==> src/hdl/soc_bus_pkg.sv <==
`default_nettype none

package soc_bus_pkg;

    // bus widths
    parameter int DATA_W = 32;
    parameter int ADDR_W = 30;
    parameter int SEL_W  = DATA_W / 8;

    // default memory depth in words, as log2
    parameter int MEM_AW = 10;

    // region select field of the word address
    parameter int PAGE_MSB = 29;
    parameter int PAGE_LSB = 21;

    parameter logic [PAGE_MSB-PAGE_LSB:0] MEM_PAGE = 9'h000;
    parameter logic [PAGE_MSB-PAGE_LSB:0] SYS_PAGE = 9'h001;

    // switch/led port sits on a single word
    parameter logic [ADDR_W-1:0] SWLED_ADDR = 30'h0040_0001;

    // system register offsets, address bits 3:0
    parameter logic [3:0] SYS_OFS_ID      = 4'h0;
    parameter logic [3:0] SYS_OFS_SCRATCH = 4'h1;
    parameter logic [3:0] SYS_OFS_FAULT   = 4'h2;
    parameter logic [3:0] SYS_OFS_UPTIME  = 4'h3;
    parameter logic [3:0] SYS_OFS_IRQ     = 4'h4;

    parameter logic [DATA_W-1:0] BOARD_ID = 32'h2019_1028;

    // arbiter grant state
    typedef enum logic {
        OWNER_A,
        OWNER_B
    } owner_t;

endpackage : soc_bus_pkg

`default_nettype wire

==> src/hdl/wb_if.sv <==
`timescale 1ns/1ps
`default_nettype none

interface wb_if;

    // request side, from the master
    logic                             cyc;
    logic                             stb;
    logic                             we;
    logic [soc_bus_pkg::ADDR_W-1:0]   addr;
    logic [soc_bus_pkg::DATA_W-1:0]   wdata;
    logic [soc_bus_pkg::SEL_W-1:0]    sel;

    // response side, from the slave
    logic                             ack;
    logic                             err;
    logic [soc_bus_pkg::DATA_W-1:0]   rdata;
    logic                             stall;

    modport master (
        output cyc, stb, we, addr, wdata, sel,
        input  ack, err, rdata, stall
    );

    modport slave (
        input  cyc, stb, we, addr, wdata, sel,
        output ack, err, rdata, stall
    );

endinterface : wb_if

`default_nettype wire

==> src/hdl/switch_led_regs.sv <==
`timescale 1ns/1ps
`default_nettype none

module switch_led_regs (
    input  wire         i_clk,
    input  wire         i_rst_n,
    wb_if.slave         swled_bus,
    input  wire  [15:0] i_switches,
    output logic [15:0] o_leds
);

    always_ff @(posedge i_clk) begin
        if (!i_rst_n) begin
            swled_bus.ack <= 1'b0;
            o_leds        <= '0;
        end else begin
            swled_bus.ack <= swled_bus.cyc && swled_bus.stb;
            // only the two low byte lanes reach the leds
            if (swled_bus.stb && swled_bus.we) begin
                if (swled_bus.sel[0]) begin
                    o_leds[7:0] <= swled_bus.wdata[7:0];
                end
                if (swled_bus.sel[1]) begin
                    o_leds[15:8] <= swled_bus.wdata[15:8];
                end
            end
        end
    end

    // switches high, leds low, as seen at the strobe
    always_ff @(posedge i_clk) begin
        if (swled_bus.stb) begin
            swled_bus.rdata <= {i_switches, o_leds};
        end
    end

    assign swled_bus.err   = 1'b0;
    assign swled_bus.stall = 1'b0;

endmodule : switch_led_regs

`default_nettype wire

==> src/flat_wrapper.sv <==
// flat-port wrapper written by rule: the top's interface ports become plain ports
module switch_led_regs_flat 
  (i_clk, i_rst_n, i_switches, o_leds, swled_bus_cyc, swled_bus_stb, swled_bus_we, swled_bus_addr, swled_bus_wdata, swled_bus_sel, swled_bus_ack, swled_bus_err, swled_bus_rdata, swled_bus_stall);
  wb_if swled_bus_i ();
  input  wire i_clk;
  input  wire i_rst_n;
  input  wire  [15:0] i_switches;
  output logic [15:0] o_leds;
  input wire logic [$bits(swled_bus_i.cyc)-1:0] swled_bus_cyc;
  input wire logic [$bits(swled_bus_i.stb)-1:0] swled_bus_stb;
  input wire logic [$bits(swled_bus_i.we)-1:0] swled_bus_we;
  input wire logic [$bits(swled_bus_i.addr)-1:0] swled_bus_addr;
  input wire logic [$bits(swled_bus_i.wdata)-1:0] swled_bus_wdata;
  input wire logic [$bits(swled_bus_i.sel)-1:0] swled_bus_sel;
  output wire logic [$bits(swled_bus_i.ack)-1:0] swled_bus_ack;
  output wire logic [$bits(swled_bus_i.err)-1:0] swled_bus_err;
  output wire logic [$bits(swled_bus_i.rdata)-1:0] swled_bus_rdata;
  output wire logic [$bits(swled_bus_i.stall)-1:0] swled_bus_stall;
  assign swled_bus_i.cyc = swled_bus_cyc;
  assign swled_bus_i.stb = swled_bus_stb;
  assign swled_bus_i.we = swled_bus_we;
  assign swled_bus_i.addr = swled_bus_addr;
  assign swled_bus_i.wdata = swled_bus_wdata;
  assign swled_bus_i.sel = swled_bus_sel;
  assign swled_bus_ack = swled_bus_i.ack;
  assign swled_bus_err = swled_bus_i.err;
  assign swled_bus_rdata = swled_bus_i.rdata;
  assign swled_bus_stall = swled_bus_i.stall;
  switch_led_regs u_core (.i_clk(i_clk), .i_rst_n(i_rst_n), .swled_bus(swled_bus_i), .i_switches(i_switches), .o_leds(o_leds));
endmodule
==> config.mk <==
export PLATFORM = sky130hd
export DESIGN_NAME = switch_led_regs_flat
export DESIGN_NICKNAME = d
export VERILOG_FILES = /design/src/hdl/soc_bus_pkg.sv /design/src/hdl/wb_if.sv /design/src/hdl/switch_led_regs.sv /design/src/flat_wrapper.sv
export SDC_FILE = /design/constraint.sdc
export NUM_CORES = 1
export LEC_CHECK = 0
export ABC_AREA = 1
export BUFFER_PORTS_ARGS = -buffer_cell sky130_fd_sc_hd__clkbuf_2
export CELL_PAD_IN_SITES_DETAIL_PLACEMENT = 2
export CELL_PAD_IN_SITES_GLOBAL_PLACEMENT = 2
export CORE_MARGIN = 8
export CORE_UTILIZATION = 19
export CTS_BUF_LIST = sky130_fd_sc_hd__clkbuf_8 sky130_fd_sc_hd__clkbuf_16
export DETAILED_ROUTE_END_ITERATION = 8
export PLACE_DENSITY = 0.87
export SKIP_LAST_GASP = 1
export SYNTH_ARGS = -nofsm -noshare
export SYNTH_HDL_FRONTEND = slang
export SYNTH_SLANG_ARGS = --single-unit
==> constraint.sdc <==
create_clock -name i_clk -period 0.8 [get_ports i_clk]
set_input_delay 0.12 -clock i_clk [delete_from_list [all_inputs] [get_ports i_clk]]
set_output_delay 0.12 -clock i_clk [all_outputs]
set_load 0.005 [all_outputs]
==> results.sh, run 1 <==
export IMPL_status="complete, but fails checks"
export IMPL_violations="setup timing"
export IMPL_report_final_slew_viol_count=0
export IMPL_fillerInstances=974
export IMPL_tritoncts="yes"
export IMPL_seq_area_um2=1323
export IMPL_reg2reg_slack_ns=0.04
export IMPL_fin_cells=373
export IMPL_grt_pass1_vias=1628
export IMPL_antenna_found_initial=1
export IMPL_r2r_end="u_core.o_leds[6]$_SDFFE_PN0P_"
export IMPL_drtIter0Drc=39
export IMPL_end_kind="primary output"
export IMPL_clkSlewWorstSetupHoldPaths_ns=0.09
export IMPL_routedWlPerCell_um=14.88
export IMPL_portBuffers=87
export IMPL_power_leakage_nw=1.341
export IMPL_yosysSeqAreaShare_pct=77.15
export IMPL_yosysUniqueCellTypes=11
export IMPL_hold_ws_ns=0.03922
export IMPL_critPathCapture="swled_bus_rdata[12]"
export IMPL_r2r_start="u_core.o_leds[6]$_SDFFE_PN0P_"
export IMPL_synth_top_cell_by_area="edfxtp_1"
export IMPL_cts_root_buffer="clkbuf_8"
export IMPL_ys_top_cells_by_area="edfxtp_1 57%, dfxtp_1 20%, nand2_1 7.1%"
export IMPL_worstPathArrival_ns=0.82
export IMPL_layout_drive_gt1_share_pct=50.94
export IMPL_placedCellCount=334
export IMPL_clock_path_buffers=2
export IMPL_multi_input_area_um2=275.3
export IMPL_grt_pass1_wl_mm=8.245
export IMPL_synth_edf_count=32
export IMPL_wl_mm=5.552
export IMPL_finalSetupViolations=49
export IMPL_cpPeakStageDelay_ns=0.39
export IMPL_async_flop_share_pct=0
export IMPL_final_setup_worst_slack_ns=-0.1417
export IMPL_cp_top_family="flip-flops"
export IMPL_cp_startpoint="u_core.swled_bus.rdata[12]$_DFFE_PP_"
export IMPL_fin_util_pct=31.88
export IMPL_clk_latency_ns=0.30
export IMPL_start_kind="flop"
export IMPL_synth_area_um2=1687
export IMPL_remaining_drc_errors=0
export IMPL_ys_seq_elements=49
export IMPL_io_pins=138
export IMPL_fin_skew_ns=0.007245
export IMPL_num_rows=34
export IMPL_areaGrowthSynthToFinish_pct=64.02
export IMPL_routabilityCongestion=0.6336
export IMPL_detail_route_antenna_nets=0
export IMPL_reg2reg_depth=5
export IMPL_fmax_mhz=1062
export IMPL_cts_buffers=5
export IMPL_synth_common_cells="32 x edfxtp_1, 32 x nand2_1, 32 x nor2_1, 17 x dfxtp_1, 16 x inv_1"
export IMPL_dp_hpwl_mm=4.105
export IMPL_fin_nets=351
export IMPL_diodes=0
export IMPL_required_ns=0.68
export IMPL_fin_crit_ns=0.9417
export IMPL_path_buf_inv=1
export IMPL_start_util_pct=19.43
export IMPL_drtPass1Iterations=3
export IMPL_grt_overflow=0
export IMPL_vias_per_cell=3.802
export IMPL_synth_warnings=0
export IMPL_cts_sinks=49
export IMPL_drv_cap=0
export IMPL_fin_tns_setup_ns=-4.923
export IMPL_track_usage_pct=8.912
export IMPL_htreeDepth=2
export IMPL_rsz0062_at_grt="yes"
export IMPL_grt_max_degree=24
export IMPL_slowest_stage="edfxtp_1"
export IMPL_vdd_ir_drop_max_mv=0.6850
export IMPL_worstSetupPathType="flop to primary output"
export IMPL_synth_top_area_share_pct=56.97
export IMPL_worstPathMaxFanout=1
export IMPL_power_density_nw_per_um2=1840
export IMPL_num_vias=1418
export IMPL_finalHoldViolations=0
export IMPL_core_area_um2=8678
export IMPL_cp_depth=1
export IMPL_synth_ff_type="edfxtp_1"
export IMPL_die_height_um=110.2
export IMPL_worstHoldPathType="input pin to flop"
export IMPL_dieArea_um2=12150
export IMPL_finalCritPeriodShare_pct=117.7
export IMPL_die_w_um=110.2
export IMPL_syn_avg_cell_area_um2=12.13
export IMPL_syn_inst=139
export IMPL_crit_chain="clkbuf_2"
==> registers in the layout, indices dropped and copies added, names as in the netlist <==
register,flops
u_core.swled_bus.ack,1
u_core.o_leds,16
u_core.swled_bus.rdata,32
==> stage by stage <==
stage          cell area (µm²)  total power [W]  setup WS [ns]
5_1_grt                   2766         0.005374        -0.2014
4_1_cts                   2663         0.005157        -0.1822
3_5_place_dp              2295         0.003497       -0.06297
6_report                  2766         0.005092        -0.1417
2_1_floorplan             1690         0.003121         0.1748
3_3_place_gp              2295         0.003461       -0.04049
==> cell type report <==
class	count	share of cell area, %
timing repair buffer	123	31.93
inverter	16	2.171
clock buffer	5	2.488
tap	108	4.885
sequential	49	47.81
multi-input combinational	69	9.950
clock inverter	3	0.7689
==> worst min-delay path by stage <==
stage	from	slack, ns	endpoint	cells past startpoint
6_report	swled_bus_wdata[1]	0.04	u_core.o_leds[1]$_SDFFE_PN0P_	3
5_1_grt	swled_bus_wdata[11]	0.03	u_core.o_leds[11]$_SDFFE_PN0P_	3
4_1_cts	swled_bus_wdata[10]	0.03	u_core.o_leds[10]$_SDFFE_PN0P_	3
3_5_place_dp	i_switches[14]	0.30	u_core.swled_bus.rdata[30]$_DFFE_PP_	1
3_3_place_gp	i_switches[14]	0.30	u_core.swled_bus.rdata[30]$_DFFE_PP_	1
2_1_floorplan	i_switches[0]	0.22	u_core.swled_bus.rdata[16]$_DFFE_PP_	0
==> cells in the final DEF (no fill, tap or decap), types with 4 or more instances in the layout <==
cell           netlist  final
nand2_1             32     32
dfxtp_2              0     17
edfxtp_1            32     32
clkbuf_2             0     73
inv_1               16     16
buf_12               0      4
nor2_1              32     32
clkbuf_8             0      5
buf_6                3     14
buf_4                2     16
dlygate4sd3_1        0     16
==> logic make-up after synthesis <==
family        count (synthesis)  synth area share, %
buf+inv                      22                6.750
other cells                   1               0.2223
simple gates                 67                15.88
flops                        49                77.15
==> repair_timing <==
action / CTS / global route
hold buffers: 16 / 0
gates resized for setup: 16 / 25
buffers inserted: 13 / 2
endpoints found under the hold margin: 16 / 0
setup endpoints to repair: 49 / 49
==> report_power, final <==
group          total, W  switching [W]  internal [W]  leakage (nW)
Sequential      0.00293      0.0000624       0.00287         0.467
Combinational  0.000658       0.000285      0.000373         0.829
Clock           0.00150       0.000876      0.000622        0.0445
Total           0.00509        0.00122       0.00387          1.34
==> routing by layer <==
layer	up-vias	GRT usage [%]	routed length, µm
met1	677	8.715	1953
li1	679	-	-
met3	7	3.023	512
met5	-	0	13
met4	2	1.713	39
met2	53	17.64	3032
Note: power is estimated with default switching activity, not from simulation.
==> inputs of run 2 (changes only) <==
- CTS_BUF_LIST: sky130_fd_sc_hd__clkbuf_8 sky130_fd_sc_hd__clkbuf_16 -> sky130_fd_sc_hd__clkbuf_4
==> results.sh, run 2 (synthesis results as in run 1) <==
export IMPL_power_density_nw_per_um2=1677
export IMPL_cts_buffers=5
export IMPL_fin_nets=369
export IMPL_vdd_ir_drop_max_mv=0.5724
export IMPL_start_util_pct=19.43
export IMPL_grt_pass1_wl_mm=8.707
export IMPL_fillerInstances=973
export IMPL_diodes=0
export IMPL_grt_max_degree=24
export IMPL_die_w_um=110.2
export IMPL_power_switching_w=0.001225
export IMPL_largest_reg_flops=32
export IMPL_worstSetupPathType="flop to primary output"
export IMPL_die_height_um=110.2
export IMPL_top_regs="u_core.swled_bus.rdata: 32 flops, u_core.o_leds: 16 flops, u_core.swled_bus.ack: 1 flops"
export IMPL_finalHoldViolations=0
export IMPL_fin_skew_ns=0.01594
export IMPL_power_leakage_nw=1.407
export IMPL_dieArea_um2=12150
export IMPL_layout_drive_gt1_share_pct=48.76
export IMPL_required_ns=0.68
export IMPL_switching_share_pct=25.11
export IMPL_htreeDepth=2
export IMPL_cts_sinks=49
export IMPL_fin_crit_ns=1.025
export IMPL_p_int_w=0.003653
export IMPL_clock_power_share_pct=24.7
export IMPL_drv_cap=0
export IMPL_io_pins=138
export IMPL_slowest_stage="edfxtp_1"
export IMPL_antenna_found_initial=0
export IMPL_finalCritPeriodShare_pct=128.1
export IMPL_areaGrowthSynthToFinish_pct=72.40
export IMPL_grt_pass1_vias=1717
export IMPL_num_vias=1488
export IMPL_portBuffers=87
export IMPL_track_usage_pct=9.376
export IMPL_violations="setup timing"
export IMPL_drtIter0Drc=37
export IMPL_detail_route_antenna_nets=0
export IMPL_finalSetupViolations=55
export IMPL_final_cell_mix="73 x clkbuf_2, 32 x nor2_1, 32 x nand2_1, 32 x edfxtp_1, 31 x dlygate4sd3_1"
export IMPL_tritoncts="yes"
export IMPL_remaining_drc_errors=0
export IMPL_pwr_share_seq_pct=60.2
export IMPL_routedWlPerCell_um=15.24
export IMPL_path_buf_inv=1
export IMPL_worstPathArrival_ns=0.91
export IMPL_rsz0062_at_grt="yes"
export IMPL_status="complete, but fails checks"
export IMPL_p_total_w=0.004878
export IMPL_largest_register="u_core.swled_bus.rdata"
export IMPL_wl_mm=5.959
export IMPL_fin_tns_setup_ns=-9.347
export IMPL_layout_commonest_cell="clkbuf_2"
export IMPL_crit_chain="clkbuf_2"
export IMPL_cp_top_family="flip-flops"
export IMPL_drtPass1Iterations=3
export IMPL_reg2reg_slack_ns=-0.11
export IMPL_num_rows=34
export IMPL_vias_per_cell=3.806
export IMPL_cpPeakStageDelay_ns=0.41
export IMPL_worstHoldPathType="input pin to flop"
export IMPL_grt_overflow=0
export IMPL_comb_power_share_pct=15.1
export IMPL_cts_root_buffer="clkbuf_4"
export IMPL_report_final_slew_viol_count=0
export IMPL_core_area_um2=8678
export IMPL_start_kind="flop"
export IMPL_clk_latency_ns=0.37
export IMPL_worstPathMaxFanout=1
export IMPL_end_kind="primary output"
export IMPL_clkSlewWorstSetupHoldPaths_ns=0.16
export IMPL_routabilityCongestion=0.6336
export IMPL_dp_hpwl_mm=4.105
export IMPL_clock_path_buffers=2
export IMPL_fmax_mhz=975.5
export IMPL_final_setup_worst_slack_ns=-0.2251
[run 2: stage by stage]
step,hold slack (ns),worst slack (ns),std cells,util (%),area [µm²]
final,0.01686,-0.2251,391,33.51,2908
after global routing,0.009969,-0.3049,391,33.51,2908
after CTS,0.002731,-0.2732,385,31.93,2771
after detailed placement,0.2990,-0.06297,334,26.44,2295
after global placement,0.2984,-0.04049,334,26.44,2295
after floorplan,0.2189,0.1748,140,-,1690
[run 2: path summary, 6_finish.rpt]
| kind | from | end | cells after the start |
|---|---|---|---|
| worst min register to register | u_core.o_leds[12]$_SDFFE_PN0P_ | u_core.swled_bus.rdata[12]$_DFFE_PP_ | 0 |
| worst max-delay path | u_core.swled_bus.rdata[23]$_DFFE_PP_ | swled_bus_rdata[23] | 1 |
| worst min-delay path | swled_bus_wdata[2] | u_core.o_leds[2]$_SDFFE_PN0P_ | 3 |
| worst max register to register | u_core.o_leds[7]$_SDFFE_PN0P_ | u_core.o_leds[7]$_SDFFE_PN0P_ | 6 |
[run 2: per-layer routing]
metal  wire length (µm)  track usage, %  up-vias  share of wire [%]
li1                   -               -      715                  -
met1               2013           8.855      711                 34
met2               3317           18.71       55                 56
met3                565           3.314        7                9.5
met4                 61           2.093        0                1.0
met5                  0               0        -                  0
[run 2: area by class of cell]
| class | count | area, µm² | area share, % |
|---|---|---|---|
| clock inverter | 3 | 21.27 | 0.7315 |
| tap | 108 | 135.1 | 4.647 |
| multi-input combinational | 69 | 275.3 | 9.466 |
| sequential | 49 | 1323 | 45.48 |
| inverter | 16 | 60.06 | 2.065 |
| timing repair buffer | 141 | 1056 | 36.32 |
| clock buffer | 5 | 37.54 | 1.291 |
[run 2: power groups by stage]
stage	Sequential, W	Combinational, W	Clock [W]
detailed placement	0.00299	0.000508	0
finish	0.00294	0.000739	0.00120
global placement	0.00298	0.000485	0
floorplan	0.00300	0.000122	0
CTS	0.00293	0.000687	0.00129
global route	0.00295	0.000817	0.00138
[run 2: what timing repair did]
action                                  CTS  global route
gates resized for setup                  16            25
endpoints found under the setup margin   49            50
hold buffers                             30             1
pin swaps                                 0             0
buffers inserted                         13             5
endpoints found under the hold margin    30             1
==> inputs of run 3 (changes only) <==
- SKIP_CTS_REPAIR_TIMING: unset -> 1
==> results.sh, run 3 (synthesis results as in run 1) <==
export IMPL_final_cell_mix="75 x clkbuf_2, 32 x nor2_1, 32 x nand2_1, 32 x edfxtp_1, 30 x dlygate4sd3_1"
export IMPL_worstPathMaxFanout=1
export IMPL_clk_latency_ns=0.37
export IMPL_violations="hold timing, setup timing"
export IMPL_path_buf_inv=1
export IMPL_die_height_um=110.2
export IMPL_power_density_nw_per_um2=1730
export IMPL_status="complete, but fails checks"
export IMPL_whs_path_depth=3
export IMPL_diodes=0
export IMPL_worstPathArrival_ns=0.90
export IMPL_grt_pass1_vias=1407
export IMPL_antenna_found_initial=1
export IMPL_cts_sinks=49
export IMPL_top_regs="u_core.swled_bus.rdata: 32 flops, u_core.o_leds: 16 flops, u_core.swled_bus.ack: 1 flops"
export IMPL_clock_power_share_pct=25.0
export IMPL_r2r_start="u_core.o_leds[2]$_SDFFE_PN0P_"
export IMPL_largest_register="u_core.swled_bus.rdata"
export IMPL_cts_root_buffer="clkbuf_4"
export IMPL_fin_skew_ns=0.01414
export IMPL_die_w_um=110.2
export IMPL_num_vias=1423
export IMPL_grt_overflow=0
export IMPL_routedWlPerCell_um=15.00
export IMPL_worstHoldPathType="input pin to flop"
export IMPL_final_setup_worst_slack_ns=-0.2239
export IMPL_vias_per_cell=3.785
export IMPL_remaining_drc_errors=0
export IMPL_reg2reg_depth=5
export IMPL_finalHoldViolations=1
export IMPL_placedCellCount=334
export IMPL_dieArea_um2=12150
export IMPL_layout_commonest_cell="clkbuf_2"
export IMPL_cts_buffers=5
export IMPL_drtPass1Iterations=4
export IMPL_fin_nets=354
export IMPL_clock_path_buffers=2
export IMPL_crit_chain="clkbuf_2"
export IMPL_io_pins=138
export IMPL_largest_reg_flops=32
export IMPL_fin_cells=376
export IMPL_core_area_um2=8678
export IMPL_preCtsSetupSlack_ns=-0.06297
export IMPL_tritoncts="yes"
export IMPL_clkSlewWorstSetupHoldPaths_ns=0.16
export IMPL_detail_route_antenna_nets=0
export IMPL_dp_hpwl_mm=4.105
export IMPL_comb_power_share_pct=13.8
export IMPL_fin_crit_ns=1.024
export IMPL_hp_start="swled_bus_wdata[15]"
export IMPL_finalCritPeriodShare_pct=128.0
export IMPL_hold_ws_ns=-0.01169
export IMPL_cp_top_family="flip-flops"
export IMPL_switching_share_pct=25.09
export IMPL_rsz0062_at_grt="yes"
export IMPL_slowest_stage="edfxtp_1"
export IMPL_htreeDepth=2
export IMPL_grt_pass1_wl_mm=7.438
export IMPL_vdd_ir_drop_max_mv=0.5760
export IMPL_p_int_w=0.003603
export IMPL_end_kind="primary output"
export IMPL_fin_util_pct=32.04
export IMPL_report_final_slew_viol_count=0
export IMPL_reg2reg_slack_ns=0.05
export IMPL_power_leakage_nw=1.325
export IMPL_finalSetupViolations=49
export IMPL_start_util_pct=19.43
export IMPL_portBuffers=87
export IMPL_p_total_w=0.004810
export IMPL_layout_drive_gt1_share_pct=46.27
export IMPL_hold_end="u_core.o_leds[15]$_SDFFE_PN0P_"
export IMPL_drv_cap=0
export IMPL_drtIter0Drc=26
export IMPL_wl_mm=5.641
export IMPL_fmax_mhz=976.7
export IMPL_grt_max_degree=24
export IMPL_areaGrowthSynthToFinish_pct=64.84
export IMPL_worstSetupPathType="flop to primary output"
export IMPL_routabilityCongestion=0.6336
export IMPL_r2r_end="u_core.o_leds[2]$_SDFFE_PN0P_"
export IMPL_power_switching_w=0.001207
export IMPL_required_ns=0.68
export IMPL_pwr_share_seq_pct=61.1
export IMPL_track_usage_pct=8.157
export IMPL_cpPeakStageDelay_ns=0.41
export IMPL_num_rows=34
export IMPL_start_kind="flop"
## run 3: power by group through the flow
stage	registers (W)	clock network, W	logic [W]
after floorplan	0.00300	0	0.000122
after global placement	0.00298	0	0.000485
after detailed placement	0.00299	0	0.000508
after CTS	0.00293	0.00129	0.000510
after global routing	0.00296	0.00139	0.000738
final	0.00294	0.00120	0.000665
## run 3: worst register-to-register path, delay by kind of cell, from the launching register on
family	cells	cell delay (ns)
buffers and inverters	2	0.17
DFF	1	0.35
and+or+nand+nor	3	0.13
## run 3: metrics by stage
| step | instance area [µm²] | TNS, ns |
|---|---|---|
| after floorplan | 1690 | 0 |
| after global placement | 2295 | -0.5497 |
| after detailed placement | 2295 | -1.078 |
| after CTS | 2354 | -11.33 |
| after global routing | 2780 | -12.28 |
| final | 2780 | -9.087 |
## run 3: final cells by class
cell class / count / area [µm²]
Timing Repair Buffer: 126 / 928.4
Inverter: 16 / 60.06
Sequential cell: 49 / 1323
Clock inverter: 3 / 21.27
Tap cell: 108 / 135.1
Clock buffer: 5 / 37.54
Fill cell: 981 / 5898
Multi-Input combinational cell: 69 / 275.3
## run 3: layer usage
metal / up-vias / global-route usage, % / routed length (µm)
met4: 2 / 1.713 / 44
met3: 7 / 3.372 / 556
met1: 676 / 8.155 / 2007
met2: 53 / 15.41 / 3023
met5: - / 0 / 9
li1: 685 / - / -
## run 3: worst max path at each step
stage          cells after the start                        endpoint  slack, ns                            startpoint
3_3_place_gp                       5   u_core.o_leds[9]$_SDFFE_PN0P_      -0.04                         swled_bus_stb
3_5_place_dp                       5  u_core.o_leds[15]$_SDFFE_PN0P_      -0.06                         swled_bus_stb
4_1_cts                            1              swled_bus_rdata[2]      -0.27   u_core.swled_bus.rdata[2]$_DFFE_PP_
5_1_grt                            1             swled_bus_rdata[11]      -0.31  u_core.swled_bus.rdata[11]$_DFFE_PP_
2_1_floorplan                      4   u_core.o_leds[0]$_SDFFE_PN0P_       0.17                          swled_bus_we
6_report                           1             swled_bus_rdata[27]      -0.22  u_core.swled_bus.rdata[27]$_DFFE_PP_
