===== config.mk =====
export PLATFORM = sky130hd
export DESIGN_NAME = sys_regs_flat
export DESIGN_NICKNAME = d
export VERILOG_FILES = /design/src/hdl/soc_bus_pkg.sv /design/src/hdl/wb_if.sv /design/src/hdl/sys_regs.sv /design/src/hdl/uptime_counter.sv /design/src/flat_wrapper.sv
export SDC_FILE = /design/constraint.sdc
export NUM_CORES = 1
export LEC_CHECK = 0
export BUFFER_PORTS_ARGS = -buffer_cell sky130_fd_sc_hd__buf_2
export CAP_MARGIN = 20
export CORE_MARGIN = 1.5
export CORE_UTILIZATION = 30
export DETAILED_ROUTE_END_ITERATION = 10
export PLACE_DENSITY = 0.58
export RECOVER_POWER = 25
export SETUP_SLACK_MARGIN = 0.5
export SLEW_MARGIN = 20
export SYNTH_ARGS = -nofsm -noshare
export SYNTH_HDL_FRONTEND = slang
export SYNTH_SLANG_ARGS = --single-unit

===== constraint.sdc =====
create_clock -name i_clk -period 7.56 [get_ports i_clk]
set_input_delay 1.89 -clock i_clk [delete_from_list [all_inputs] [get_ports i_clk]]
set_output_delay 1.89 -clock i_clk [all_outputs]
set_load 0.05 [all_outputs]

===== src/hdl/soc_bus_pkg.sv =====
`default_nettype none

package soc_bus_pkg;

    // bus widths
    parameter int DATA_W = 32;
    parameter int ADDR_W = 30;
    parameter int SEL_W  = DATA_W / 8;

    // default memory depth in words, as log2
    parameter int MEM_AW = 10;

    // region select field of the word address
    parameter int PAGE_MSB = 29;
    parameter int PAGE_LSB = 21;

    parameter logic [PAGE_MSB-PAGE_LSB:0] MEM_PAGE = 9'h000;
    parameter logic [PAGE_MSB-PAGE_LSB:0] SYS_PAGE = 9'h001;

    // switch/led port sits on a single word
    parameter logic [ADDR_W-1:0] SWLED_ADDR = 30'h0040_0001;

    // system register offsets, address bits 3:0
    parameter logic [3:0] SYS_OFS_ID      = 4'h0;
    parameter logic [3:0] SYS_OFS_SCRATCH = 4'h1;
    parameter logic [3:0] SYS_OFS_FAULT   = 4'h2;
    parameter logic [3:0] SYS_OFS_UPTIME  = 4'h3;
    parameter logic [3:0] SYS_OFS_IRQ     = 4'h4;

    parameter logic [DATA_W-1:0] BOARD_ID = 32'h2019_1028;

    // arbiter grant state
    typedef enum logic {
        OWNER_A,
        OWNER_B
    } owner_t;

endpackage : soc_bus_pkg

`default_nettype wire


===== src/hdl/wb_if.sv =====
`timescale 1ns/1ps
`default_nettype none

interface wb_if;

    // request side, from the master
    logic                             cyc;
    logic                             stb;
    logic                             we;
    logic [soc_bus_pkg::ADDR_W-1:0]   addr;
    logic [soc_bus_pkg::DATA_W-1:0]   wdata;
    logic [soc_bus_pkg::SEL_W-1:0]    sel;

    // response side, from the slave
    logic                             ack;
    logic                             err;
    logic [soc_bus_pkg::DATA_W-1:0]   rdata;
    logic                             stall;

    modport master (
        output cyc, stb, we, addr, wdata, sel,
        input  ack, err, rdata, stall
    );

    modport slave (
        input  cyc, stb, we, addr, wdata, sel,
        output ack, err, rdata, stall
    );

endinterface : wb_if

`default_nettype wire


===== src/hdl/sys_regs.sv =====
`timescale 1ns/1ps
`default_nettype none

module sys_regs (
    input  wire                             i_clk,
    input  wire                             i_rst_n,
    wb_if.slave                             sys_bus,
    input  wire                             i_fault,
    input  wire [soc_bus_pkg::ADDR_W-1:0]   i_fault_addr,
    output logic                            o_irq
);

    localparam int DATA_W = soc_bus_pkg::DATA_W;

    logic [DATA_W-1:0]              scratch;
    logic [soc_bus_pkg::ADDR_W-1:0] fault_addr;
    logic [DATA_W-1:0]              uptime;
    logic                           wr;

    uptime_counter u_uptime (
        .i_clk   (i_clk),
        .i_rst_n (i_rst_n),
        .o_count (uptime)
    );

    assign wr = sys_bus.stb && sys_bus.we;

    always_ff @(posedge i_clk) begin
        if (!i_rst_n) begin
            sys_bus.ack <= 1'b0;
            o_irq       <= 1'b0;
            fault_addr  <= '0;
        end else begin
            sys_bus.ack <= sys_bus.cyc && sys_bus.stb;
            if (wr && sys_bus.addr[3:0] == soc_bus_pkg::SYS_OFS_IRQ) begin
                o_irq <= sys_bus.wdata[0];
            end
            // last unmapped word address
            if (i_fault) begin
                fault_addr <= i_fault_addr;
            end
        end
    end

    always_ff @(posedge i_clk) begin
        if (wr && sys_bus.addr[3:0] == soc_bus_pkg::SYS_OFS_SCRATCH) begin
            scratch <= sys_bus.wdata;
        end
        case (sys_bus.addr[3:0])
            soc_bus_pkg::SYS_OFS_ID:      sys_bus.rdata <= soc_bus_pkg::BOARD_ID;
            soc_bus_pkg::SYS_OFS_SCRATCH: sys_bus.rdata <= scratch;
            soc_bus_pkg::SYS_OFS_FAULT:   sys_bus.rdata <= {fault_addr, 2'b00};
            soc_bus_pkg::SYS_OFS_UPTIME:  sys_bus.rdata <= uptime;
            soc_bus_pkg::SYS_OFS_IRQ:     sys_bus.rdata <= {{(DATA_W-1){1'b0}}, o_irq};
            default:                      sys_bus.rdata <= '0;
        endcase
    end

    assign sys_bus.err   = 1'b0;
    assign sys_bus.stall = 1'b0;

endmodule : sys_regs

`default_nettype wire


===== src/hdl/uptime_counter.sv =====
`timescale 1ns/1ps
`default_nettype none

module uptime_counter (
    input  wire                             i_clk,
    input  wire                             i_rst_n,
    output logic [soc_bus_pkg::DATA_W-1:0]  o_count
);

    localparam int MSB = soc_bus_pkg::DATA_W - 1;

    always_ff @(posedge i_clk) begin
        if (!i_rst_n) begin
            o_count <= '0;
        end else if (!o_count[MSB]) begin
            o_count <= o_count + 1'b1;
        end else begin
            // top bit sticks, the rest keeps wrapping
            o_count[MSB-1:0] <= o_count[MSB-1:0] + 1'b1;
        end
    end

endmodule : uptime_counter

`default_nettype wire


===== src/flat_wrapper.sv =====
// flat-port wrapper written by rule: the top's interface ports become plain ports
module sys_regs_flat 
  (i_clk, i_rst_n, i_fault, i_fault_addr, o_irq, sys_bus_cyc, sys_bus_stb, sys_bus_we, sys_bus_addr, sys_bus_wdata, sys_bus_sel, sys_bus_ack, sys_bus_err, sys_bus_rdata, sys_bus_stall);
  wb_if sys_bus_i ();
  input  wire i_clk;
  input  wire i_rst_n;
  input  wire i_fault;
  input  wire [soc_bus_pkg::ADDR_W-1:0] i_fault_addr;
  output logic o_irq;
  input wire logic [$bits(sys_bus_i.cyc)-1:0] sys_bus_cyc;
  input wire logic [$bits(sys_bus_i.stb)-1:0] sys_bus_stb;
  input wire logic [$bits(sys_bus_i.we)-1:0] sys_bus_we;
  input wire logic [$bits(sys_bus_i.addr)-1:0] sys_bus_addr;
  input wire logic [$bits(sys_bus_i.wdata)-1:0] sys_bus_wdata;
  input wire logic [$bits(sys_bus_i.sel)-1:0] sys_bus_sel;
  output wire logic [$bits(sys_bus_i.ack)-1:0] sys_bus_ack;
  output wire logic [$bits(sys_bus_i.err)-1:0] sys_bus_err;
  output wire logic [$bits(sys_bus_i.rdata)-1:0] sys_bus_rdata;
  output wire logic [$bits(sys_bus_i.stall)-1:0] sys_bus_stall;
  assign sys_bus_i.cyc = sys_bus_cyc;
  assign sys_bus_i.stb = sys_bus_stb;
  assign sys_bus_i.we = sys_bus_we;
  assign sys_bus_i.addr = sys_bus_addr;
  assign sys_bus_i.wdata = sys_bus_wdata;
  assign sys_bus_i.sel = sys_bus_sel;
  assign sys_bus_ack = sys_bus_i.ack;
  assign sys_bus_err = sys_bus_i.err;
  assign sys_bus_rdata = sys_bus_i.rdata;
  assign sys_bus_stall = sys_bus_i.stall;
  sys_regs u_core (.i_clk(i_clk), .i_rst_n(i_rst_n), .sys_bus(sys_bus_i), .i_fault(i_fault), .i_fault_addr(i_fault_addr), .o_irq(o_irq));
endmodule

==> summary.md, run 1 <==
| Metric | Value |
|---|---|
| CP most frequent cell | clkbuf_1 |
| Sum of negative setup slack | 0 ns |
| Largest net degree at the start of global routing | 49 |
| Slowest-stage cell, CP | clkbuf_1 |
| Mapped Area | slightly below 5000 um^2 |
| IO Port Bufs | 105 |
| Clock root cell | clkbuf_16 |
| Synth cell types | 39 |
| CP delay by family, top | buffers and inverters |
| Vias in the first global route | about 3600 |
| Routed length per instance | roughly 15 um |
| HPWL Detailed | 8.56 mm |
| Peak VDD IR | 0.000204 V |
| Fmax achieved | roughly 0.26 GHz |
| Area Overhead vs Synth | 26.9% |
| DP Cell Count | 750 |
| Crit Reg-Reg Endpoint | u_core.u_uptime.o_count[26] |
| Period utilization | roughly half |
| Critical Path Start | i_rst_n |
| Status | finished, violations left |
| FILL cells | roughly 1600 |
| Final setup fails | 0 |
| RSZ-0062 raised after global routing | no |
| Final Hold Vio Count | 0 |
| Clock Skew | 0.00476 ns |
| Top Ports | about 140 |
| Setup CP Type | input port to register |
| Cts bufs inserted | 17 |
| HP Class | register to register |
| H-tree levels | 4 |
| Die footprint | 17300 um^2 |
| Critical path required time | just under 8 ns |
| Global Route Usage Sum | 14.0% |
| Area leader, netlist | dfxtp_1 |
| HP Start | u_core.u_uptime.o_count[0] |
| Power per cell area | around 270 nW/um^2 |
| # resized after CTS | 0 |
| Minimum hold slack | between 0.4 and 0.5 ns |
| DRC | 0 |
| Failing checks | max-capacitance violations, max-slew violations |
| Final ANT Viol Nets | 0 |
| Vias | 3698 |
| Post-synthesis instance total | about 460 |
| First-pass GRT wire length | 18.8 mm |
| Worst Path Buf+Inv | 3 |
| Post-synth EDFFs | 32 |
| Most frequent cells in the layout | buf_2, dfxtp_1, nor2_1 |
| Non-filler cells, final | slightly below 800 |
| CTS clk-pin slew, worst paths | approximately 0.050 ns |
| Post-CTS setup buffer count | 0 |
| CP Cell Sequence | clkbuf_1 > clkinv_1 > clkbuf_1 > nor2_1 |
| FF-to-FF setup slack | 5.14 ns |
| Hold Path End | u_core.u_uptime.o_count[0] |
| Total Wirelength | about 12 mm |
| Ratio of cells with drive above 1 in the final layout | 28.6% |
| CP peak stage delay | 1.60 ns |
| TritonCTS Sinks | 128 |
| Slew HR | -52.7% |
| Worst-margin pin slew | around 2.3 ns |
| Commonest non-fill, non-tap cell in the layout | buf_2 |
| Clk Latency, worst-skew pair | approximately 0.4 ns |
| # hold bufs at CTS | 0 |
| Via count normalized by instance count | roughly 4.7 |
| Synthesized area per cell | 10.9 um^2 |
| #FFs+latches synth | roughly 130 |
| Drt first pass iters | 4 |
| Max-cap violations | 2 |
| Antenna cells | 0 |
| Max-slew violations | 80 |
| Worst-path fanout max | 48 |
| Nets | 656 |
| Leading register cell type out of synthesis | dfxtp_1 |
| TritonCTS clock tree | yes |
| Clock Path Buffers | 2 |
| Initial Util | 31.0% |
| Initial antenna violation count | 0 |
| Row cnt | 46 |
| GP Congestion | about 0.77 |
| Async SR Flop Fraction | 0% |
| DRT iter0 DRCs | ~180 |
| Worst Hold Path Cells | 1 |
| Register area share after synthesis | about 58% |
| Top area cells in the synthesized netlist | dfxtp_1, edfxtp_1, mux2i_1 |
| Leakage | about 0.0025 uW |
| Share of the synthesized area in the top cell type | 38.7% |
| Std-Cell Core Area | between 15000 and 20000 um^2 |
| YS warnings | 0 |
| Nature of the critical path endpoint | register |
| Cell count of the worst reg-to-reg path | 4 |
| Die X | approximately 130 um |
| WP data arrival | between 4 and 5 ns |
| Overflow after GRT | 0 |
| Worst r2r src | u_core.u_uptime.o_count[3] |
| Final Util | about two fifths |
| Post-layout min period | 3.91 ns |
| Crit path launch type | input port |
| DIE HEIGHT | between 100 and 150 um |
## power by group
group | internal [uW] | total, uW | switching (uW)
clock network | 578 | 863 | 285
logic | 40.6 | 105 | 64.1
registers | 720 | 727 | 7.76
## layer usage
| layer | GRT usage, % | up-vias | share of wire, % |
|---|---|---|---|
| met2 | 22.5 | 84 | 48 |
| li1 | - | 1840 | - |
| met1 | 17.5 | 1761 | 46 |
| met5 | 0 | - | 0 |
| met3 | 4.24 | 13 | 4.7 |
| met4 | 5.31 | 0 | 1.3 |
## state kept, by name, indices dropped and copies added (netlist names)
register                 cells
u_core.scratch              32
u_core.sys_bus.rdata        32
u_core.u_uptime.o_count     32
u_core.fault_addr           30
u_core.o_irq                 1
u_core.sys_bus.ack           1
## cell families after synthesis
kind of cell / share of synthesized area (%)
xor+xnor: 1.94
flops: 58.0
other cells: 0.0755
simple gates: 14.0
fa+ha+maj: 0.252
compound gates: 9.45
buf+inv: 2.95
mux: 13.3
## worst max-delay path by stage
stage / to / slack [ns] / cells after the start
finish: u_core.fault_addr[1] / 3.65 / 4
global route: u_core.fault_addr[3] / 3.43 / 4
CTS: u_core.scratch[7] / 4.20 / 4
detailed placement: u_core.scratch[26] / 3.77 / 4
global placement: u_core.scratch[25] / 3.83 / 4
floorplan: u_core.scratch[0] / 2.16 / 4
## cell usage after synthesis, types with 2 or more instances
cell / instances
clkbuf_1: 23
a21oi_1: 24
nor2_1: 68
o21ai_1: 2
edfxtp_1: 32
mux2i_1: 40
o21a_1: 2
nand3_1: 12
xor2_1: 5
nor3_1: 3
o21ai_0: 12
nor4_1: 2
buf_2: 3
or3_1: 5
nand2_1: 14
mux2_2: 23
and4_1: 3
and2_1: 2
o31ai_1: 11
buf_1: 3
a22oi_1: 23
inv_1: 4
nand4_1: 7
dfxtp_1: 96
buf_4: 2
or4_1: 13
xnor2_1: 6
and3_1: 5
## metrics by stage
step           power, uW  setup slack (ns)  cell area, um^2
5_1_grt             1750              3.43             6300
2_1_floorplan        808              2.16             4970
3_3_place_gp         844              3.83             5670
3_5_place_dp         847              3.77             5670
6_report            1700              3.65             6300
4_1_cts             1710              4.20             6310
## final cells by class
class / count / area [um^2] / share of cell area [%]
Sequential cell: 128 / 2880 / 45.8
Inverter: 5 / 18.8 / 0.298
Clock inverter: 7 / 90.1 / 1.43
Timing Repair Buffer: 108 / 541 / 8.58
Clock buffer: 25 / 559 / 8.88
Tap cell: 216 / 270 / 4.29
Multi-Input combinational cell: 293 / 1940 / 30.8
Power figures use the tool's default switching activity.
==> run 2, diff against run 1 <==
--- a/config.mk
+++ b/config.mk
@@ -10,7 +10,7 @@
 export CORE_MARGIN = 1.5
 export CORE_UTILIZATION = 30
 export DETAILED_ROUTE_END_ITERATION = 10
-export PLACE_DENSITY = 0.58
+export PLACE_DENSITY = 0.6
 export RECOVER_POWER = 25
 export SETUP_SLACK_MARGIN = 0.5
 export SLEW_MARGIN = 20
==> constraint.sdc (replaced) <==
create_clock -name i_clk -period 3.5 [get_ports i_clk]
set_input_delay 0.875 -clock i_clk [delete_from_list [all_inputs] [get_ports i_clk]]
set_output_delay 0.875 -clock i_clk [all_outputs]
set_load 0.05 [all_outputs]
==> run 2 against run 1 <==
  * The flow still finishes with violations (max-capacitance violations, max-slew violations)
  * Critical path depth fell by 1
  * Register-to-register slack lost 4.0 ns
  * First-iteration DRC count fell by 19%
  * Die area unchanged
  * Non-clock buffer count increased by 3
==> summary.md, run 2 (synthesized netlist as in run 1, its figures left out) <==
| Metric | Value |
|---|---|
| Status | finished, violations left |
| Failing checks | max-capacitance violations, max-slew violations |
| H-tree levels | 4 (unchanged) |
| # resized after CTS | 0 (unchanged) |
| P_sw | 785 uW (+120%) |
| Most frequent cells in the layout | buf_2, dfxtp_1, nor2_1 |
| Post-DP Area | 5690 um^2 (+0.51%) |
| Via count normalized by instance count | 4.80 (+1.4%) |
| Commonest non-fill, non-tap cell in the layout | buf_2 |
| First-pass GRT wire length | 19.2 mm (+2.1%) |
| TritonCTS clock tree | yes |
| Slowest-stage cell, CP | clkbuf_1 |
| Worst-margin pin slew | 2.29 ns (-0.00544 ns) |
| Ratio of cells with drive above 1 in the final layout | 29.0% (+0.38 points) |
| Area Overhead vs Synth | 27.2% |
| DRC | 0 (unchanged) |
| Antenna cells | 0 (unchanged) |
| CP Cell Sequence | clkbuf_1 > mux2i_1 > nor2_1 |
| Drt first pass iters | 4 (unchanged) |
| DIE HEIGHT | 132 um (unchanged) |
| Die X | 132 um (unchanged) |
| Row cnt | 46 (unchanged) |
| Top Ports | 138 (unchanged) |
| Vias | 3765 (+1.8%) |
| Clk Latency, worst-skew pair | 0.41 ns (about the same) |
| Post-layout min period | 2.62 ns |
| Max-slew violations | 68 (-15%) |
| Power per cell area | 576 nW/um^2 (+110%) |
| Post-CTS setup buffer count | 0 (unchanged) |
| Crit path launch type | input port |
| Peak VDD IR | 0.000325 V (+59%) |
| Clock Path Buffers | 2 (unchanged) |
| CP peak stage delay | 1.60 ns (about the same) |
| Final setup fails | 0 (unchanged) |
| GP Congestion | 0.782 (+1.7%) |
| Nature of the critical path endpoint | register |
| Cts bufs inserted | 17 (unchanged) |
| # hold bufs at CTS | 0 (unchanged) |
| Combinational Power Share | 6.2% (about the same) |
| Fmax achieved | approximately 0.38 GHz |
| Slew HR | -52.3% (+0.36 points) |
| Sequential power share | 43.2% (+0.3 points) |
| Critical path required time | 3.78 ns (-3.98 ns) |
| Std-Cell Core Area | 16000 um^2 (unchanged) |
| Setup CP Type | input port to register |
| Final Hold Vio Count | 0 (unchanged) |
| P_int | 2850 uW (+110%) |
| Worst-path fanout max | 30 (-38%) |
| Clock Skew | 0.00905 ns (+0.00429 ns) |
| Sum of negative setup slack | 0 ns (unchanged) |
| Sw Share | 21.6% (+0.55 points) |
| WP data arrival | 2.91 ns (-1.19 ns) |
| Nets | 659 (+0.46%) |
| Initial Util | 31.0% (unchanged) |
| Initial antenna violation count | 0 (unchanged) |
| Clock Power Share | 50.5% (-0.4 points) |
| Largest net degree at the start of global routing | 40 (-18%) |
| Vias in the first global route | 3834 (+5.3%) |
| Worst Path Buf+Inv | 1 (-2) |
| DRT iter0 DRCs | 147 (-19%) |
| Regs by FF count | u_core.scratch x32, u_core.sys_bus.rdata x32, u_core.u_uptime.o_count x32 |
| Global Route Usage Sum | 14.0% (+0.083 points) |
| Clock root cell | clkbuf_16 |
| Overflow after GRT | 0 (unchanged) |
| RSZ-0062 raised after global routing | no |
| Total Wirelength | 12.0 mm (-0.47%) |
| Period utilization | around three quarters |
| Max-cap violations | 2 (unchanged) |
| CP delay by family, top | buffers and inverters |
| Final ANT Viol Nets | 0 (unchanged) |
| Die footprint | 17300 um^2 (unchanged) |
| HPWL Detailed | 8.56 mm (about the same) |
| IO Port Bufs | 105 (unchanged) |
| Post-route cell area | 6320 um^2 (+0.26%) |
| Leakage | 0.00254 uW (+0.78%) |
| CTS clk-pin slew, worst paths | 0.06 ns (about the same) |
| TritonCTS Sinks | 128 (unchanged) |
| Routed length per instance | 15.3 um (-0.85%) |
| HP Class | register to register |
==> run 2: changes by cell type in the layout (fill, tap and decap cells not counted), sizes merged <==
cell / before / now
clkinv: 4 / 9
bufinv: 2 / 4
buf: 104 / 107
inv: 4 / 5
clkinvlp: 2 / 1
clkbuf: 29 / 22
==> run 2: path summary, 6_finish.rpt <==
check / from / end / slack (ns) / cells past startpoint
setup / recovery: i_fault / u_core.fault_addr[11] / 0.88 / 3
hold / removal: u_core.u_uptime.o_count[0] / u_core.u_uptime.o_count[0] / 0.46 / 1
setup reg to reg: u_core.u_uptime.o_count[3] / u_core.u_uptime.o_count[28] / 1.16 / 4
hold reg to reg: u_core.u_uptime.o_count[0] / u_core.u_uptime.o_count[0] / 0.46 / 1
==> run 2: worst reg2reg max path: stages (launching register included) <==
cell and delay (ns):
dfxtp_1 0.46, nand4_2 0.21, or4_1 0.84, or4_1 0.58, a21oi_1 0.17
==> run 2: power groups by stage <==
| stage | Clock [uW] | Combinational (uW) | Sequential [uW] |
|---|---|---|---|
| floorplan | 0 | 112 | 1630 |
| global placement | 0 | 223 | 1600 |
| detailed placement | 0 | 226 | 1600 |
| CTS | 1870 | 227 | 1570 |
| global route | 1940 | 246 | 1580 |
| finish | 1840 | 226 | 1570 |
==> run 2: layout make-up <==
type | instances | area (um^2)
well taps | 216 | 270
inverters | 5 | 18.8
clock inverters | 14 | 189
flip-flops and latches | 128 | 2880
repair buffers | 111 | 566
clock buffers | 18 | 439
fillers | 1576 | 9680
multi-input cells | 293 | 1950
==> run 2: per-stage QoR <==
step	total power (uW)	utilization [%]	setup slack, ns	cells	hold slack [ns]
CTS	3660	39.5	1.18	785	0.467
finish	3640	39.5	0.877	785	0.462
detailed placement	1830	35.6	0.979	753	0.454
global placement	1830	35.6	1.06	753	0.440
global route	3760	39.5	0.710	785	0.519
floorplan	1750	-	0.528	457	0.425
==> run 2: routing by layer <==
layer | wire length [um] | share of wire (%) | up-vias | GRT usage [%]
met1 | 5450 | 45 | 1809 | 17.1
met3 | 558 | 4.7 | 14 | 4.13
li1 | - | - | 1848 | -
met4 | 144 | 1.2 | 0 | 5.00
met5 | 0 | 0 | - | 0
met2 | 5830 | 49 | 94 | 23.6
==> run 3, diff against run 2 <==
==> constraint.sdc (replaced) <==
create_clock -name i_clk -period 2.1 [get_ports i_clk]
set_input_delay 0.525 -clock i_clk [delete_from_list [all_inputs] [get_ports i_clk]]
set_output_delay 0.525 -clock i_clk [all_outputs]
set_load 0.05 [all_outputs]
==> run 3 against run 2 <==
  * The flow now finishes without violations
  * Cell count up 3.1%
  * Critical path type is now register to register
  * Die area unchanged
  * Critical path depth up 2
  * Hold slack got worse by 0.17 ns
  * Flip-flop and latch count unchanged
  * Cell area is 5.2% higher
==> summary.md, run 3 (synthesized netlist as in run 1, its figures left out) <==
| Metric | Value |
|---|---|
| Post-route cell area | 6650 um^2 (+5.2%) |
| Row cnt | 46 (unchanged) |
| IO Port Bufs | 105 (unchanged) |
| Regs by FF count | u_core.scratch x32, u_core.sys_bus.rdata x32, u_core.u_uptime.o_count x32 |
| Clock Skew | 0.0103 ns (+0.00121 ns) |
| GP Congestion | 0.751 (-4.0%) |
| Max-slew violations | 0 (-100%) |
| Final Hold Vio Count | 0 (unchanged) |
| Post-layout min period | around 1.9 ns |
| TritonCTS clock tree | yes |
| Routed length per instance | 15.7 um (+3.0%) |
| Nature of the critical path endpoint | register |
| Worst-path fanout max | 3 (-90%) |
| RSZ-0062 raised after global routing | yes |
| Max-cap violations | 0 (-2) |
| Power per cell area | 862 nW/um^2 (+50%) |
| DP Cell Count | 761 (+1.1%) |
| FF/Latch Area | 2910 um^2 (+0.91%) |
| WP data arrival | 2.20 ns (-0.71 ns) |
| Drt first pass iters | 5 (+1) |
| Area occupied by multi-input gates | 2100 um^2 (+7.8%) |
| Critical path required time | 2.42 ns (-1.36 ns) |
| HPWL Detailed | 8.81 mm (+2.9%) |
| Worst Hold Path Cells | 1 (unchanged) |
| FILL cells | 1577 (+0.063%) |
| DRT iter0 DRCs | 148 (+0.68%) |
| Most frequent cells in the layout | buf_2, dfxtp_1, nor2_1 |
| Post-DP Area | 5840 um^2 (+2.6%) |
| Die X | 132 um (unchanged) |
| Clock Path Buffers | 2 (unchanged) |
| Fmax achieved | between 0.5 and 0.6 GHz |
| DRC | 0 (unchanged) |
| Final ANT Viol Nets | 0 (unchanged) |
| Total Wirelength | 12.7 mm (+6.2%) |
| Period utilization | about nine tenths |
| Top Ports | 138 (unchanged) |
| CP Cell Sequence | nand4_1 > or4_4 > buf_6 > or4_4 > a21oi_2 |
| H-tree levels | 4 (unchanged) |
| Sum of negative setup slack | 0 ns (unchanged) |
| Via count normalized by instance count | 4.73 (-1.3%) |
| Slew HR | 14.7% (+67 points) |
| Clk Latency, worst-skew pair | 0.40 ns (about the same) |
| Leakage | 0.00268 uW (+5.5%) |
| Overflow after GRT | 0 (unchanged) |
| Crit path launch type | register |
| Cell count of the worst reg-to-reg path | 5 (+1) |
| Ratio of cells with drive above 1 in the final layout | 37.2% (+8.2 points) |
| CP peak stage delay | 0.54 ns (-1.06 ns) |
| Die footprint | 17300 um^2 (unchanged) |
| DIE HEIGHT | 132 um (unchanged) |
| Vias | 3830 (+1.7%) |
| First-pass GRT wire length | 20.5 mm (+7.0%) |
| Worst-margin pin slew | 1.28 ns (-1.01 ns) |
| Slowest-stage cell, CP | or4_4 |
| Vias in the first global route | 4050 (+5.6%) |
| Initial antenna violation count | 1 (+1) |
| Clock root cell | clkbuf_16 |
| CP most frequent cell | or4_4 |
| Status | complete, no violations |
| Nets | 682 (+3.5%) |
| Largest net degree at the start of global routing | 60 (+50%) |
| Std-Cell Core Area | 16000 um^2 (unchanged) |
| Initial Util | 31.0% (unchanged) |
| Peak VDD IR | 0.000499 V (+54%) |
| Non-filler cells, final | 809 (+3.1%) |
| Setup CP Type | register to register |
| Cts bufs inserted | 17 (unchanged) |
| Final setup fails | 0 (unchanged) |
| CTS clk-pin slew, worst paths | 0.06 ns (about the same) |
| HP Class | input port to register |
| TritonCTS Sinks | 128 (unchanged) |
| Global Route Usage Sum | 15.1% (+1.1 points) |
| Area Overhead vs Synth | 33.9% |
| Commonest non-fill, non-tap cell in the layout | buf_2 |
## run 3: cell types whose count changed in the layout (fill, tap and decap cells not counted), moves of 5 or more
cell	previous run	this run
dfxtp_4	0	5
dfxtp_1	96	85
nand3_1	12	7
dfxtp_2	0	6
buf_4	6	20
clkbuf_1	4	9
## run 3: cell type report
class,count,share of cell area (%)
diodes,1,0.0376
clock buffers,25,7.62
clock inverters,7,0.753
inverters,5,0.282
multi-input cells,293,31.7
flip-flops and latches,128,43.8
well taps,216,4.06
repair buffers,134,11.8
## run 3: worst max-delay path, delay by kind of cell, from the launching register on
| kind | cells | cell delay, ns |
|---|---|---|
| AOI/OAI and AO/OA | 1 | 0.14 |
| DFF | 1 | 0.34 |
| and+or+nand+nor | 3 | 1.16 |
| buffers and inverters | 1 | 0.15 |
## run 3: power by group
group          switching, uW  internal [uW]
sequential              30.4           2580
combinational            235            157
clock                   1050           1680
## run 3: metrics by stage
| step | setup slack [ns] | hold WS, ns | total power [uW] | utilization [%] |
|---|---|---|---|---|
| after floorplan | 0.0557 | 0.427 | 2930 | - |
| after global placement | 0.249 | 0.440 | 3060 | 36.5 |
| after detailed placement | 0.192 | 0.455 | 3070 | 36.5 |
| after CTS | 0.231 | 0.279 | 5780 | 40.8 |
| after global routing | 0.0963 | 0.272 | 5930 | 41.6 |
| final | 0.213 | 0.292 | 5730 | 41.6 |
## run 3: final timing paths
check                              start                           to  slack, ns
min                     sys_bus_wdata[9]            u_core.scratch[9]       0.29
max          u_core.u_uptime.o_count[10]  u_core.u_uptime.o_count[28]       0.21
max reg2reg  u_core.u_uptime.o_count[10]  u_core.u_uptime.o_count[28]       0.21
min reg2reg         u_core.fault_addr[4]         u_core.fault_addr[4]       0.49
## run 3: metal layers
layer  vias up  wire length [um]  track usage [%]
li1       1895                 -                -
met4         0               195             5.86
met2        71              6320             25.8
met5         -                 0                0
met3        14               458             4.13
met1      1850              5750             18.0
## run 3: repair_timing
item,CTS,global route
hold buffers,0,0
pin swaps,5,8
endpoints found under the setup margin,19,20
setup buffers,12,3
resized for setup,16,24
